`config.mk`:
```
export PLATFORM = sky130hd
export DESIGN_NAME = instr_fetch
export DESIGN_NICKNAME = d
export VERILOG_FILES = /design/src/fetch_pkg.sv /design/src/branch_predictor.sv /design/src/instr_fetch.sv /design/src/instr_queue.sv /design/src/pc_generator.sv
export SDC_FILE = /design/constraint.sdc
export NUM_CORES = 2
export LEC_CHECK = 0
export BUFFER_PORTS_ARGS = -buffer_cell sky130_fd_sc_hd__buf_4
export CAP_MARGIN = 5
export CORE_MARGIN = 1.5
export CORE_UTILIZATION = 53
export CTS_CLUSTER_DIAMETER = 40
export DETAILED_ROUTE_END_ITERATION = 12
export PLACE_DENSITY = 0.71
export SKIP_CTS_REPAIR_TIMING = 1
export SYNTH_ARGS = -nofsm -noshare
export SYNTH_HDL_FRONTEND = slang
export SYNTH_SLANG_ARGS = --single-unit
```
`constraint.sdc`:
```
create_clock -name clk -period 26.8 [get_ports clk]
set_input_delay 1.34 -clock clk [delete_from_list [all_inputs] [get_ports clk]]
set_output_delay 1.34 -clock clk [all_outputs]
set_load 0.03 [all_outputs]
```
`src/fetch_pkg.sv`:
```
package fetch_pkg;

	// fetch group geometry
	localparam int FETCH_NUM  = 2;
	localparam int ALIGN_BITS = 3;
	localparam int INSTR_BITS = 32;

	typedef logic [31:0]                    virt_t;
	typedef logic [INSTR_BITS-1:0]          uint32_t;
	typedef logic [$clog2(FETCH_NUM)-1:0]   slot_t;
	typedef logic [1:0]                     cnt2_t;
	typedef logic [$clog2(FETCH_NUM+1)-1:0] num_t;

	// kind of control flow instruction, a code and not an FSM state
	typedef logic [2:0] cf_t;

	localparam cf_t CF_NONE   = 3'd0;
	localparam cf_t CF_BRANCH = 3'd1;
	localparam cf_t CF_JUMP   = 3'd2;
	localparam cf_t CF_CALL   = 3'd3;
	localparam cf_t CF_JR     = 3'd4;

	localparam virt_t BOOT_VEC    = 32'hBFC00000;
	localparam virt_t GROUP_BYTES = virt_t'(FETCH_NUM * 4);

	typedef struct packed {
		logic  read;
		virt_t vaddr;
		logic  flush;
	} icache_req_t;

	// slot 0 sits in the low word of data
	typedef struct packed {
		logic                            stall;
		logic [FETCH_NUM*INSTR_BITS-1:0] data;
		logic                            iaddr_ex;
	} icache_res_t;

	typedef struct packed {
		logic  valid;
		logic  mispredict;
		logic  taken;
		virt_t pc;
		virt_t target;
		cf_t   cf;
	} branch_resolved_t;

	typedef struct packed {
		logic    valid;
		virt_t   vaddr;
		uint32_t instr;
		cf_t     cf;
		logic    predict_taken;
		virt_t   predict_vaddr;
		logic    iaddr_ex;
	} fetch_entry_t;

	typedef struct packed {
		num_t num;
	} fetch_ack_t;

	function automatic virt_t align_vaddr(input virt_t addr);
		return {addr[31:ALIGN_BITS], {ALIGN_BITS{1'b0}}};
	endfunction

endpackage

```
`src/branch_predictor.sv`:
```
`timescale 1ns/1ps

module branch_predictor #(
	parameter int BTB_ENTRIES = 8
) (
	input  logic                                                 clk,
	input  logic                                                 rst,
	input  logic                                                 flush,
	input  logic                                                 stall,
	input  fetch_pkg::virt_t                                     pc,
	input  fetch_pkg::uint32_t [fetch_pkg::FETCH_NUM-1:0]        instr,
	input  logic               [fetch_pkg::FETCH_NUM-1:0]        instr_valid,
	input  fetch_pkg::branch_resolved_t                          resolved_branch,
	output logic                                                 valid,
	output logic                                                 predict_taken,
	output fetch_pkg::virt_t                                     predict_vaddr,
	output logic               [fetch_pkg::FETCH_NUM-1:0]        maybe_jump,
	output fetch_pkg::cf_t     [fetch_pkg::FETCH_NUM-1:0]        cf
);

	localparam int IDX_BITS = $clog2(BTB_ENTRIES);
	localparam int TAG_BITS = 30 - IDX_BITS;

	typedef struct packed {
		logic [TAG_BITS-1:0] tag;
		fetch_pkg::virt_t    target;
		fetch_pkg::cnt2_t    cnt;
	} btb_entry_t;

	logic [BTB_ENTRIES-1:0] btb_valid;
	btb_entry_t             btb [BTB_ENTRIES];

	logic             [fetch_pkg::FETCH_NUM-1:0] slot_taken;
	fetch_pkg::virt_t [fetch_pkg::FETCH_NUM-1:0] slot_target;

	logic [IDX_BITS-1:0] upd_idx;
	logic [TAG_BITS-1:0] upd_tag;
	logic                upd_hit;
	logic                upd_en;
	fetch_pkg::cnt2_t    cnt_upd;

	// MIPS opcode predecode
	function automatic fetch_pkg::cf_t decode_cf(input fetch_pkg::uint32_t word);
		logic [5:0] opcode;
		logic [5:0] funct;
		opcode = word[31:26];
		funct  = word[5:0];
		case (opcode)
			6'b000010: decode_cf = fetch_pkg::CF_JUMP;
			6'b000011: decode_cf = fetch_pkg::CF_CALL;
			6'b000001, 6'b000100, 6'b000101, 6'b000110, 6'b000111: begin
				decode_cf = fetch_pkg::CF_BRANCH;
			end
			// jr and jalr are both register indirect
			6'b000000: begin
				decode_cf = (funct == 6'b001000 || funct == 6'b001001) ? fetch_pkg::CF_JR
				                                                       : fetch_pkg::CF_NONE;
			end
			default: decode_cf = fetch_pkg::CF_NONE;
		endcase
	endfunction

	for (genvar i = 0; i < fetch_pkg::FETCH_NUM; i++) begin : gen_slot
		fetch_pkg::virt_t    slot_vaddr;
		fetch_pkg::virt_t    delay_vaddr;
		logic [IDX_BITS-1:0] idx;
		logic                hit;
		logic                taken;
		fetch_pkg::virt_t    target;

		assign slot_vaddr  = pc + fetch_pkg::virt_t'(i * 4);
		assign delay_vaddr = slot_vaddr + 32'd4;
		assign idx         = slot_vaddr[IDX_BITS+1:2];
		assign hit         = btb_valid[idx] && (btb[idx].tag == slot_vaddr[31:IDX_BITS+2]);

		assign cf[i]         = decode_cf(instr[i]);
		assign maybe_jump[i] = instr_valid[i] && (cf[i] != fetch_pkg::CF_NONE);

		always_comb begin
			case (cf[i])
				fetch_pkg::CF_JUMP, fetch_pkg::CF_CALL: begin
					// region bits come from the delay slot address
					taken  = 1'b1;
					target = {delay_vaddr[31:28], instr[i][25:0], 2'b00};
				end
				fetch_pkg::CF_BRANCH, fetch_pkg::CF_JR: begin
					taken  = hit && btb[idx].cnt[1];
					target = btb[idx].target;
				end
				default: begin
					taken  = 1'b0;
					target = '0;
				end
			endcase
		end

		assign slot_taken[i]  = instr_valid[i] & taken;
		assign slot_target[i] = target;
	end

	// lowest taken slot wins
	always_comb begin
		predict_taken = 1'b0;
		predict_vaddr = '0;
		for (int i = fetch_pkg::FETCH_NUM - 1; i >= 0; i--) begin
			if (slot_taken[i]) begin
				predict_taken = 1'b1;
				predict_vaddr = slot_target[i];
			end
		end
	end

	assign valid = predict_taken & ~stall;

	assign upd_idx = resolved_branch.pc[IDX_BITS+1:2];
	assign upd_tag = resolved_branch.pc[31:IDX_BITS+2];
	assign upd_hit = btb_valid[upd_idx] && (btb[upd_idx].tag == upd_tag);
	assign upd_en  = resolved_branch.valid &&
	                 (resolved_branch.cf == fetch_pkg::CF_BRANCH ||
	                  resolved_branch.cf == fetch_pkg::CF_JR);

	always_comb begin
		cnt_upd = btb[upd_idx].cnt;
		if (!upd_hit) begin
			// new entries start weakly taken
			cnt_upd = 2'd2;
		end else if (resolved_branch.taken && cnt_upd != 2'd3) begin
			cnt_upd = cnt_upd + 2'd1;
		end else if (!resolved_branch.taken && cnt_upd != 2'd0) begin
			cnt_upd = cnt_upd - 2'd1;
		end
	end

	always_ff @(posedge clk or posedge rst) begin
		if (rst) begin
			btb_valid <= '0;
		end else if (flush) begin
			btb_valid <= '0;
		end else if (upd_en && resolved_branch.taken) begin
			btb_valid[upd_idx] <= 1'b1;
		end
	end

	always_ff @(posedge clk) begin
		if (upd_en && resolved_branch.taken) begin
			btb[upd_idx] <= '{tag: upd_tag, target: resolved_branch.target, cnt: cnt_upd};
		end else if (upd_en && upd_hit) begin
			btb[upd_idx].cnt <= cnt_upd;
		end
	end

endmodule

```
`src/instr_fetch.sv`:
```
`timescale 1ns/1ps

module instr_fetch #(
	parameter int BTB_ENTRIES = 8,
	parameter int QUEUE_DEPTH = 4
) (
	input  logic                                                clk,
	input  logic                                                rst,
	input  logic                                                flush_pc,
	input  logic                                                flush_bp,
	input  logic                                                except_valid,
	input  fetch_pkg::virt_t                                    except_vec,
	input  fetch_pkg::branch_resolved_t                         resolved_branch,
	input  fetch_pkg::icache_res_t                              icache_res,
	output fetch_pkg::icache_req_t                              icache_req,
	input  fetch_pkg::fetch_ack_t                               fetch_ack,
	output fetch_pkg::fetch_entry_t [fetch_pkg::FETCH_NUM-1:0]  fetch_entry
);

	localparam int LAST = fetch_pkg::FETCH_NUM - 1;

	// stage 1
	logic             hold_pc;
	logic             flush_que;
	fetch_pkg::virt_t pc;
	fetch_pkg::virt_t fetch_vaddr;

	// stage 1/2 register
	logic             s2_valid;
	fetch_pkg::virt_t s2_vaddr;
	logic             s2_delayed;

	// prediction on the stage 2 group
	logic                                     predict_valid;
	logic                                     predict_taken;
	logic                                     predict_delayed;
	fetch_pkg::virt_t                         predict_vaddr;
	logic           [fetch_pkg::FETCH_NUM-1:0] maybe_jump;
	fetch_pkg::cf_t [fetch_pkg::FETCH_NUM-1:0] cf;

	// stage 2 unpacking
	fetch_pkg::slot_t                                   fetch_offset;
	fetch_pkg::virt_t                                   s2_aligned;
	fetch_pkg::uint32_t      [fetch_pkg::FETCH_NUM-1:0] instr;
	logic                    [fetch_pkg::FETCH_NUM-1:0] instr_valid;
	fetch_pkg::num_t                                    valid_num;
	fetch_pkg::fetch_entry_t [fetch_pkg::FETCH_NUM-1:0] entries;
	logic                                               queue_full;

	assign flush_que = flush_pc | (resolved_branch.valid & resolved_branch.mispredict);
	assign hold_pc   = (icache_res.stall | queue_full) & ~flush_pc;

	// a branch in the last slot still needs its delay slot group
	assign predict_delayed = predict_valid & maybe_jump[LAST];

	always_comb begin
		if (hold_pc) begin
			// repeat the stage 2 address so the cache replays it
			fetch_vaddr = s2_vaddr;
		end else if (predict_valid && !predict_delayed) begin
			fetch_vaddr = predict_vaddr;
		end else begin
			fetch_vaddr = pc;
		end
	end

	assign icache_req.read  = 1'b1;
	assign icache_req.vaddr = fetch_pkg::align_vaddr(fetch_vaddr);
	assign icache_req.flush = flush_que;

	pc_generator pc_gen_inst (
		.clk,
		.rst,
		.hold_pc,
		.except_valid,
		.except_vec,
		.predict_valid,
		.predict_vaddr,
		.predict_delayed,
		.resolved_branch,
		.pc
	);

	always_ff @(posedge clk or posedge rst) begin
		if (rst) begin
			s2_valid   <= 1'b0;
			s2_vaddr   <= fetch_pkg::BOOT_VEC;
			s2_delayed <= 1'b0;
		end else begin
			if (!hold_pc) begin
				s2_vaddr   <= fetch_vaddr;
				s2_delayed <= predict_delayed;
			end
			if (flush_que) begin
				s2_valid <= 1'b0;
			end else if (!hold_pc) begin
				s2_valid <= 1'b1;
			end
		end
	end

	assign fetch_offset = s2_vaddr[fetch_pkg::ALIGN_BITS-1:2];
	assign s2_aligned   = fetch_pkg::align_vaddr(s2_vaddr);

	always_comb begin
		for (int i = 0; i < fetch_pkg::FETCH_NUM; i++) begin
			instr[i]       = icache_res.data[i*fetch_pkg::INSTR_BITS +: fetch_pkg::INSTR_BITS];
			instr_valid[i] = (i >= int'(fetch_offset));
		end
		valid_num = fetch_pkg::num_t'(fetch_pkg::FETCH_NUM) - fetch_pkg::num_t'(fetch_offset);

		// delay slot group: only the delay slot itself
		if (s2_delayed) begin
			instr_valid               = '0;
			instr_valid[fetch_offset] = 1'b1;
			valid_num                 = fetch_pkg::num_t'(1);
		end

		if (!s2_valid) begin
			instr_valid = '0;
			valid_num   = '0;
		end
	end

	branch_predictor #(
		.BTB_ENTRIES ( BTB_ENTRIES )
	) bp_inst (
		.clk,
		.rst,
		.flush           ( flush_bp      ),
		.stall           ( hold_pc       ),
		.pc              ( s2_aligned    ),
		.instr,
		.instr_valid,
		.resolved_branch,
		.valid           ( predict_valid ),
		.predict_taken,
		.predict_vaddr,
		.maybe_jump,
		.cf
	);

	always_comb begin
		for (int i = 0; i < fetch_pkg::FETCH_NUM; i++) begin
			entries[i].valid         = instr_valid[i];
			entries[i].vaddr         = s2_aligned + fetch_pkg::virt_t'(i * 4);
			entries[i].instr         = instr[i];
			entries[i].cf            = cf[i];
			entries[i].predict_taken = predict_taken & maybe_jump[i];
			entries[i].predict_vaddr = predict_vaddr;
			entries[i].iaddr_ex      = icache_res.iaddr_ex;
		end
	end

	instr_queue #(
		.QUEUE_DEPTH ( QUEUE_DEPTH )
	) ique_inst (
		.clk,
		.rst,
		.flush      ( flush_que    ),
		.stall_push ( hold_pc      ),
		.entries_in ( entries      ),
		.valid_num,
		.offset     ( fetch_offset ),
		.fetch_ack,
		.full       ( queue_full   ),
		.fetch_entry
	);

endmodule

```
`src/instr_queue.sv`:
```
`timescale 1ns/1ps

// depth must be a power of two, pointers wrap on overflow
module instr_queue #(
	parameter int QUEUE_DEPTH = 4
) (
	input  logic                                                clk,
	input  logic                                                rst,
	input  logic                                                flush,
	input  logic                                                stall_push,
	input  fetch_pkg::fetch_entry_t [fetch_pkg::FETCH_NUM-1:0]  entries_in,
	input  fetch_pkg::num_t                                     valid_num,
	input  fetch_pkg::slot_t                                    offset,
	input  fetch_pkg::fetch_ack_t                               fetch_ack,
	output logic                                                full,
	output fetch_pkg::fetch_entry_t [fetch_pkg::FETCH_NUM-1:0]  fetch_entry
);

	localparam int PTR_BITS = $clog2(QUEUE_DEPTH);
	localparam int CNT_BITS = $clog2(QUEUE_DEPTH + 1);

	fetch_pkg::fetch_entry_t mem [QUEUE_DEPTH];

	logic [PTR_BITS-1:0] rd_ptr;
	logic [PTR_BITS-1:0] wr_ptr;
	logic [CNT_BITS-1:0] count;
	fetch_pkg::num_t     push_num;

	assign push_num = stall_push ? '0 : valid_num;

	// room for a whole group is required before fetching on
	assign full = count > CNT_BITS'(QUEUE_DEPTH - fetch_pkg::FETCH_NUM);

	always_ff @(posedge clk or posedge rst) begin
		if (rst) begin
			rd_ptr <= '0;
			wr_ptr <= '0;
			count  <= '0;
		end else if (flush) begin
			rd_ptr <= '0;
			wr_ptr <= '0;
			count  <= '0;
		end else begin
			wr_ptr <= wr_ptr + PTR_BITS'(push_num);
			rd_ptr <= rd_ptr + PTR_BITS'(fetch_ack.num);
			count  <= count + CNT_BITS'(push_num) - CNT_BITS'(fetch_ack.num);
		end
	end

	// valid slots are contiguous from offset
	always_ff @(posedge clk) begin
		for (int k = 0; k < fetch_pkg::FETCH_NUM; k++) begin
			if (k < int'(push_num)) begin
				mem[wr_ptr + PTR_BITS'(k)] <= entries_in[int'(offset) + k];
			end
		end
	end

	// head entries, oldest first
	always_comb begin
		for (int k = 0; k < fetch_pkg::FETCH_NUM; k++) begin
			fetch_entry[k]       = mem[rd_ptr + PTR_BITS'(k)];
			fetch_entry[k].valid = (k < int'(count));
		end
	end

endmodule

```
`src/pc_generator.sv`:
```
`timescale 1ns/1ps

module pc_generator (
	input  logic                        clk,
	input  logic                        rst,
	input  logic                        hold_pc,
	input  logic                        except_valid,
	input  fetch_pkg::virt_t            except_vec,
	input  logic                        predict_valid,
	input  fetch_pkg::virt_t            predict_vaddr,
	input  logic                        predict_delayed,
	input  fetch_pkg::branch_resolved_t resolved_branch,
	output fetch_pkg::virt_t            pc
);

	fetch_pkg::virt_t pc_next;
	fetch_pkg::virt_t resolved_vaddr;
	logic             mispredict;

	assign mispredict = resolved_branch.valid & resolved_branch.mispredict;

	// not taken resumes after the delay slot
	assign resolved_vaddr = resolved_branch.taken ? resolved_branch.target
	                                              : resolved_branch.pc + 32'd8;

	always_comb begin
		if (except_valid) begin
			pc_next = except_vec;
		end else if (mispredict) begin
			pc_next = resolved_vaddr;
		end else if (hold_pc) begin
			pc_next = pc;
		end else if (predict_delayed) begin
			// pc is the delay slot group being fetched now,
			// so the target goes out one group later
			pc_next = predict_vaddr;
		end else if (predict_valid) begin
			// stage 1 already requests the target this cycle
			pc_next = fetch_pkg::align_vaddr(predict_vaddr) + fetch_pkg::GROUP_BYTES;
		end else begin
			pc_next = fetch_pkg::align_vaddr(pc) + fetch_pkg::GROUP_BYTES;
		end
	end

	always_ff @(posedge clk or posedge rst) begin
		if (rst) begin
			pc <= fetch_pkg::BOOT_VEC;
		end else begin
			pc <= pc_next;
		end
	end

endmodule

```
# Word-level counts from Yosys, hierarchy flattened
# Memories as Yosys holds them, arrays and structs flattened.
# Index checks and enable logic that the tools add are counted.
[totals]
ff_bits = 81
mem_bits_rw = 896
n_memories = 2
[mem_list]
columns = ["memory", "depth", "width", "rd", "rd_ports_with_merged_regs", "wr", "line_no", "text"]
rows = [
  ["bp_inst.btb", 8, 61, 3, 0, 1, "branch_predictor.sv:31", "btb_entry_t btb [BTB_ENTRIES];"],
  ["ique_inst.mem", 4, 102, 2, 0, 2, "instr_queue.sv:22", "fetch_pkg::fetch_entry_t mem [QUEUE_DEPTH];"],
]
[classes]
addsub = 15
n_lt_le_gt_ge = 14
n_eq_ne = 34
muxes = 60
bitwise = 14
n_reduce_logical = 32
[op_table]
columns = ["op", "count"]
rows = [
  ["two-way mux 102 bit", 5],
  ["two-way mux 32 bit", 10],
  ["case mux 32 bit (2 select lines)", 2],
  ["adder 32 x 4 -> 32 bit (second input constant)", 3],
  ["equality test 27 bit", 3],
  ["adder 32 x 3 -> 32 bit (second input constant)", 2],
  ["equality test 6 x 3 -> 1 bit (second input constant)", 8],
  ["less-than comparator 32 x 3 -> 1 bit (second input constant)", 1],
  ["equality test 6 x 2 -> 1 bit (second input constant)", 4],
  ["equality test 6 x 4 -> 1 bit (second input constant)", 4],
  ["case mux 3 bit (4 select lines)", 2],
  ["two-way mux 2 bit", 11],
  ["two-way mux 1 bit", 18],
  ["two-way mux 8 bit", 2],
  ["logical AND 1 bit", 15],
  ["equality test 3 x 2 -> 1 bit (second input constant)", 4],
  ["equality test 6 x 1 -> 1 bit (second input constant)", 2],
  ["zero test 6 bit", 2],
  ["less-than comparator 3 x 4 -> 1 bit (second input constant)", 3],
  ["OR reduction 5 bit", 2],
  ["equality test 3 x 1 -> 1 bit (second input constant)", 3],
  ["equality test 3 bit (second input constant)", 3],
  ["two-way mux 3 bit", 3],
  ["AND 1 bit", 8],
  ["29 further kinds", 49],
]

# Longest topological paths before layout
[logic_depth]
word_depth = 16
depth_mapped = 25

# Modules after synthesis
# Synthesis repeated with hierarchy kept, for this count alone.
[hier_totals]
hier_cells = 3734
hier_area_um2 = 56055.0
[modules_own_cells]
columns = ["mod", "instances", "cells_each", "area_each_um2"]
rows = [
  ["branch_predictor", 1, 1821, 27403.8],
  ["instr_queue", 1, 1151, 22663.0],
  ["pc_generator", 1, 573, 4189.0],
  ["instr_fetch", 1, 189, 1799.2],
]

# Worst setup path after synthesis
# OpenSTA, ideal clock, no wires.
[synth_path]
path_type = "input to register"
startpoint = "input port icache_res[65] (netlist bit)"
endpoint = "memory ique_inst.mem[3][0] (netlist bit) (enable)"
setup_time_ns = 0.698
arrival_ns = 9.670
slack_ns = 16.431
stages = 6
path_cell_list = "a211oi_1 or2_2 clkbuf_1 clkbuf_1 nand2_1 nor3b_1"
[synth_rtl]
columns = ["element", "line_no", "text"]
rows = [
  ["start: declaration", "instr_fetch.sv:14", "input fetch_pkg::icache_res_t icache_res,"],
  ["end: declaration", "instr_queue.sv:22", ""],
]

==> summary.md <==
The flow ran to the end, and the final reports show no timing, DRC or antenna violations. Among all stages on the critical path, the largest delay is contributed by sky130_fd_sc_hd__nor2_2. The tightest min-delay check is of the reg2reg type.

The quantity of I/O buffers inserted on ports is 400, and the number of failing setup endpoints in the final timing report is 0. The analysis attributes to cell leakage a power of 18.8 nW. Fill cells in the final layout number 6127. Violation count after the first detailed-routing iteration: 3794. Buffer cell driving the clock tree root: sky130_fd_sc_hd__clkbuf_16. The count of nets left with antenna violations once routing finished came out at 0. In the post-route analysis, the smallest setup slack over all paths is 17.34 ns. Count of state elements after synthesis: 961. Prior to clock tree synthesis, the placed netlist has a worst setup slack of 18.27 ns. The first TritonRoute pass finished after 6 iterations. Setup repair after global routing left no endpoint under its margin.

Summed over all layers, the global routing overflow is 0. The run gives 87200 sq um as the core outline area. Counting along the longest clock path gives a buffer depth of 3. The per-instance average area after synthesis is 16.4 sq um. Entering global routing, the biggest net connects 103 pins.

Clock skew on the completed layout was measured at 0.0347 ns. At the worst endpoint, the required time is 25.46 ns. Per-cell via count in the routed design: 6.73. Post-route minimum period: 9.46 ns. The count of mapped cells out of synthesis was 2853.

The number of max-slew violations in the final report came out at 0. The top cell type by area accounts for 56.6% of the synthesized area. During synthesis, Yosys emitted a total of 0 warnings.

The H-tree generated during clock tree synthesis spans 4 levels. The floorplan step set the die width to 300 microns. The tools report the final net count as 3456. The category of the worst setup path capture point was a primary output. Relative to the synthesized area, the layout overhead comes to 19.0%.

The share of synthesized area occupied by flip-flops and latches came out at 60.8%. For the via count of the first global-routing pass, the log shows 30115. At the later pin of the worst-skew pair, clock insertion delay measures 0.76 ns. At the end of routability-driven placement, the weighted congestion stood at 0.956. The power density over the cells is 80.8 nW/um^2. In the final routed layout, each cell accounts on average for 33.3 microns. The sum of internal, switching and leakage power came out at 4.51 mW. For this run, the top clock speed supported by timing is 106 MHz. Once the floorplan was initialized, standard cells occupied 53.8% of the core. The final HPWL from detailed placement was 105000 microns.

In this run the tightest slew margin relative to its limit is 15.8%. Worst-case vdd ir drop: 0.0584 mV. The run gives 17 as the number of antenna violations at the first check in global routing.

After synthesis, the netlist uses 92 different library cells. The cell area after synthesis was 46900 sq um; the delay of the slowest cell on the worst path was 0.85 ns. The floorplan step defined a die boundary enclosing 90200 sq um.

The floorplan step set the die height to 300 microns. Data on the critical path arrives at its endpoint at 8.12 ns. For the total number of vias, the log shows 30595. Counting every sink on the clock net gives 961.

The most common flop cell mapped by yosys was sky130_fd_sc_hd__edfxtp_1. Overall fraction of global-route tracks in use: 33.6%. For this block, the routed nets add up to 151000 microns of wire.

The clock-pin slew on the worst setup and hold paths was 0.05 ns; the total negative setup slack was 0 ns. The cell that appears most often on the critical path is sky130_fd_sc_hd__buf_4. For the end-of-flow core utilization, the log shows 64.0%.

In this run the core area contains 108 standard-cell rows. The fraction of registers with async set/reset was 8.01%. Share of cells above drive strength 1: 37.5%. In this run, synthesis inferred 884 flip-flops with an integrated enable. Along the worst path, the maximum fanout reaches 64. Walking the worst path, the cells encountered are buf_4 -> mux2i_1 -> o22ai_1 -> o41ai_1 -> nand4_1 -> nor4_1 -> a21oi_1 -> buf_4 -> a211o_1 -> nor2_2 -> buf_4 -> nor2_2 -> buf_4 -> nor2_2 -> nand2_1 -> o221ai_1 -> buf_4.

After layout, the worst path uses 35.3% of the clock period. The number of maximum-capacitance violations came out at 0. The tools report the TritonCTS buffer count as 135. The start-to-end type of the worst setup path was reg2out. Leading area contributor after synthesis: sky130_fd_sc_hd__edfxtp_1. STA classifies the critical path startpoint as a register. The first global-routing pass estimated 215000 microns of wire. The pin slew with the least headroom to its limit was 1.25 ns; the I/O pin count was 413. The final hold slack was 0.491 ns. TritonCTS built the clock tree.

By area the synthesized netlist is led by sky130_fd_sc_hd__edfxtp_1, sky130_fd_sc_hd__mux4_2, sky130_fd_sc_hd__mux2_2. The logs give 0 for the number of remaining DRC errors and 0 for the number of hold violations in the final report.
[layer usage]
metal	part of all wire (%)	vias up	GRT usage, %
met5	0.075	-	0
met2	47	1933	50.9
met4	4.0	16	13.2
li1	-	12593	-
met1	39	15753	47.6
met3	11	300	7.62
[path summary, 6_finish.rpt]
path | start | cells after the start | slack [ns] | to
worst max-delay path | s2_vaddr[4] | 17 | 17.34 | icache_req[15]
worst min register to register | pc_gen_inst.pc[31] | 2 | 0.49 | pc_gen_inst.pc[31]
worst max register to register | s2_vaddr[4] | 15 | 18.95 | pc_gen_inst.pc[23]
max in group asynchronous | rst | 3 | 24.91 | s2_vaddr[3]
worst min-delay path | pc_gen_inst.pc[31] | 2 | 0.49 | pc_gen_inst.pc[31]
min in group asynchronous | rst | 2 | 0.66 | s2_vaddr[2]
[per-stage QoR]
stage,cells,cell area (sq um)
floorplan,2859,46900
global placement,4285,51200
detailed placement,4285,51200
CTS,4534,55800
global route,4540,55800
finish,4545,55800
[worst max-delay path: cells and delay by family, from the launching register on]
family                 cells  cell delay [ns]
multiplexers               1             0.53
buffers and inverters      5             1.95
flip-flops                 1             0.81
AO/OA/AOI/OAI              5             1.75
AND/OR/NAND/NOR            6             2.21
[synth_stat cells (21+ instances only)]
cell type / instances
sky130_fd_sc_hd__a21oi_1: 48
sky130_fd_sc_hd__a22o_1: 29
sky130_fd_sc_hd__a22oi_1: 47
sky130_fd_sc_hd__and2_1: 21
sky130_fd_sc_hd__buf_1: 54
sky130_fd_sc_hd__clkbuf_1: 110
sky130_fd_sc_hd__dfrtp_1: 59
sky130_fd_sc_hd__edfxtp_1: 884
sky130_fd_sc_hd__inv_1: 48
sky130_fd_sc_hd__mux2_2: 143
sky130_fd_sc_hd__mux2i_1: 100
sky130_fd_sc_hd__mux4_2: 355
sky130_fd_sc_hd__nand2_1: 133
sky130_fd_sc_hd__nand3_1: 42
sky130_fd_sc_hd__nand4_1: 28
sky130_fd_sc_hd__nor2_1: 123
sky130_fd_sc_hd__nor3_1: 37
sky130_fd_sc_hd__nor4_1: 22
sky130_fd_sc_hd__o21ai_0: 88
sky130_fd_sc_hd__o22ai_1: 27
sky130_fd_sc_hd__xnor2_1: 76
sky130_fd_sc_hd__xor2_1: 34
[registers in the layout, summed over array words and instances, names as in the netlist]
name / flops
bp_inst.btb: 488
ique_inst.mem: 396
pc_gen_inst.pc: 30
s2_vaddr: 30
bp_inst.btb_valid: 8
ique_inst.count: 3
ique_inst.rd_ptr: 2
ique_inst.wr_ptr: 2
s2_delayed: 1
s2_valid: 1
[area by class of cell]
class | instances | area [sq um] | area share (%)
clock buffers | 155 | 3510 | 6.28
well taps | 1155 | 1450 | 2.59
clock inverters | 94 | 1080 | 1.93
multi-input cells | 1646 | 17500 | 31.3
flip-flops and latches | 961 | 28500 | 51.1
repair buffers | 475 | 3580 | 6.41
inverters | 49 | 185 | 0.332
diodes | 10 | 25.0 | 0.0449
[cell usage in the layout (no fill, tap or decap), types with 12 or more instances in the layout]
cell,synthesis,final
sky130_fd_sc_hd__nand3_1,42,42
sky130_fd_sc_hd__edfxtp_1,884,884
sky130_fd_sc_hd__nand2_1,133,133
sky130_fd_sc_hd__clkbuf_1,110,17
sky130_fd_sc_hd__or3_1,14,14
sky130_fd_sc_hd__nor3_2,4,12
sky130_fd_sc_hd__a31oi_1,18,18
sky130_fd_sc_hd__a221o_1,18,18
sky130_fd_sc_hd__buf_4,17,473
sky130_fd_sc_hd__nand2b_1,17,17
sky130_fd_sc_hd__xnor2_1,76,76
sky130_fd_sc_hd__a21oi_1,48,47
sky130_fd_sc_hd__xor2_1,34,34
sky130_fd_sc_hd__clkinvlp_4,0,14
sky130_fd_sc_hd__nor4_1,22,19
sky130_fd_sc_hd__clkbuf_16,0,137
sky130_fd_sc_hd__dfrtp_1,59,55
sky130_fd_sc_hd__a22o_1,29,29
sky130_fd_sc_hd__dfstp_2,18,18
sky130_fd_sc_hd__clkinv_1,1,14
sky130_fd_sc_hd__clkinv_2,0,13
sky130_fd_sc_hd__and3_1,13,13
sky130_fd_sc_hd__nor3_1,37,29
sky130_fd_sc_hd__o21ai_0,88,88
sky130_fd_sc_hd__a211oi_1,12,12
sky130_fd_sc_hd__nor2_1,123,114
sky130_fd_sc_hd__bufinv_16,0,12
sky130_fd_sc_hd__inv_1,48,47
sky130_fd_sc_hd__mux2_2,143,143
sky130_fd_sc_hd__a221oi_1,13,13
sky130_fd_sc_hd__and2_1,21,17
sky130_fd_sc_hd__mux2i_1,100,100
sky130_fd_sc_hd__nand4_1,28,28
sky130_fd_sc_hd__mux4_2,355,355
sky130_fd_sc_hd__a22oi_1,47,47
sky130_fd_sc_hd__o221ai_1,12,12
sky130_fd_sc_hd__inv_6,0,19
sky130_fd_sc_hd__o22ai_1,27,27
[logic make-up (layout without fill, tap and decap cells)]
family | after synthesis | count (layout) | synth area share [%]
buffers and inverters | 252 | 773 | 2.29
muxes | 603 | 603 | 22.9
xor gates and xnor gates | 110 | 110 | 2.06
adders and majority gates | 13 | 13 | 0.379
DFF | 961 | 961 | 60.8
other | 2 | 18 | 0.0160
AOI/OAI and AO/OA | 415 | 415 | 6.29
and+or+nand+nor | 497 | 497 | 5.29
[where the power goes]
| group | switching [mW] | total [mW] | internal, mW |
|---|---|---|---|
| Sequential | 0.101 | 1.82 | 1.72 |
| Clock | 0.707 | 1.79 | 1.08 |
| Combinational | 0.531 | 0.901 | 0.370 |
| Total | 1.34 | 4.51 | 3.17 |
Power figures use the tool's default switching activity.
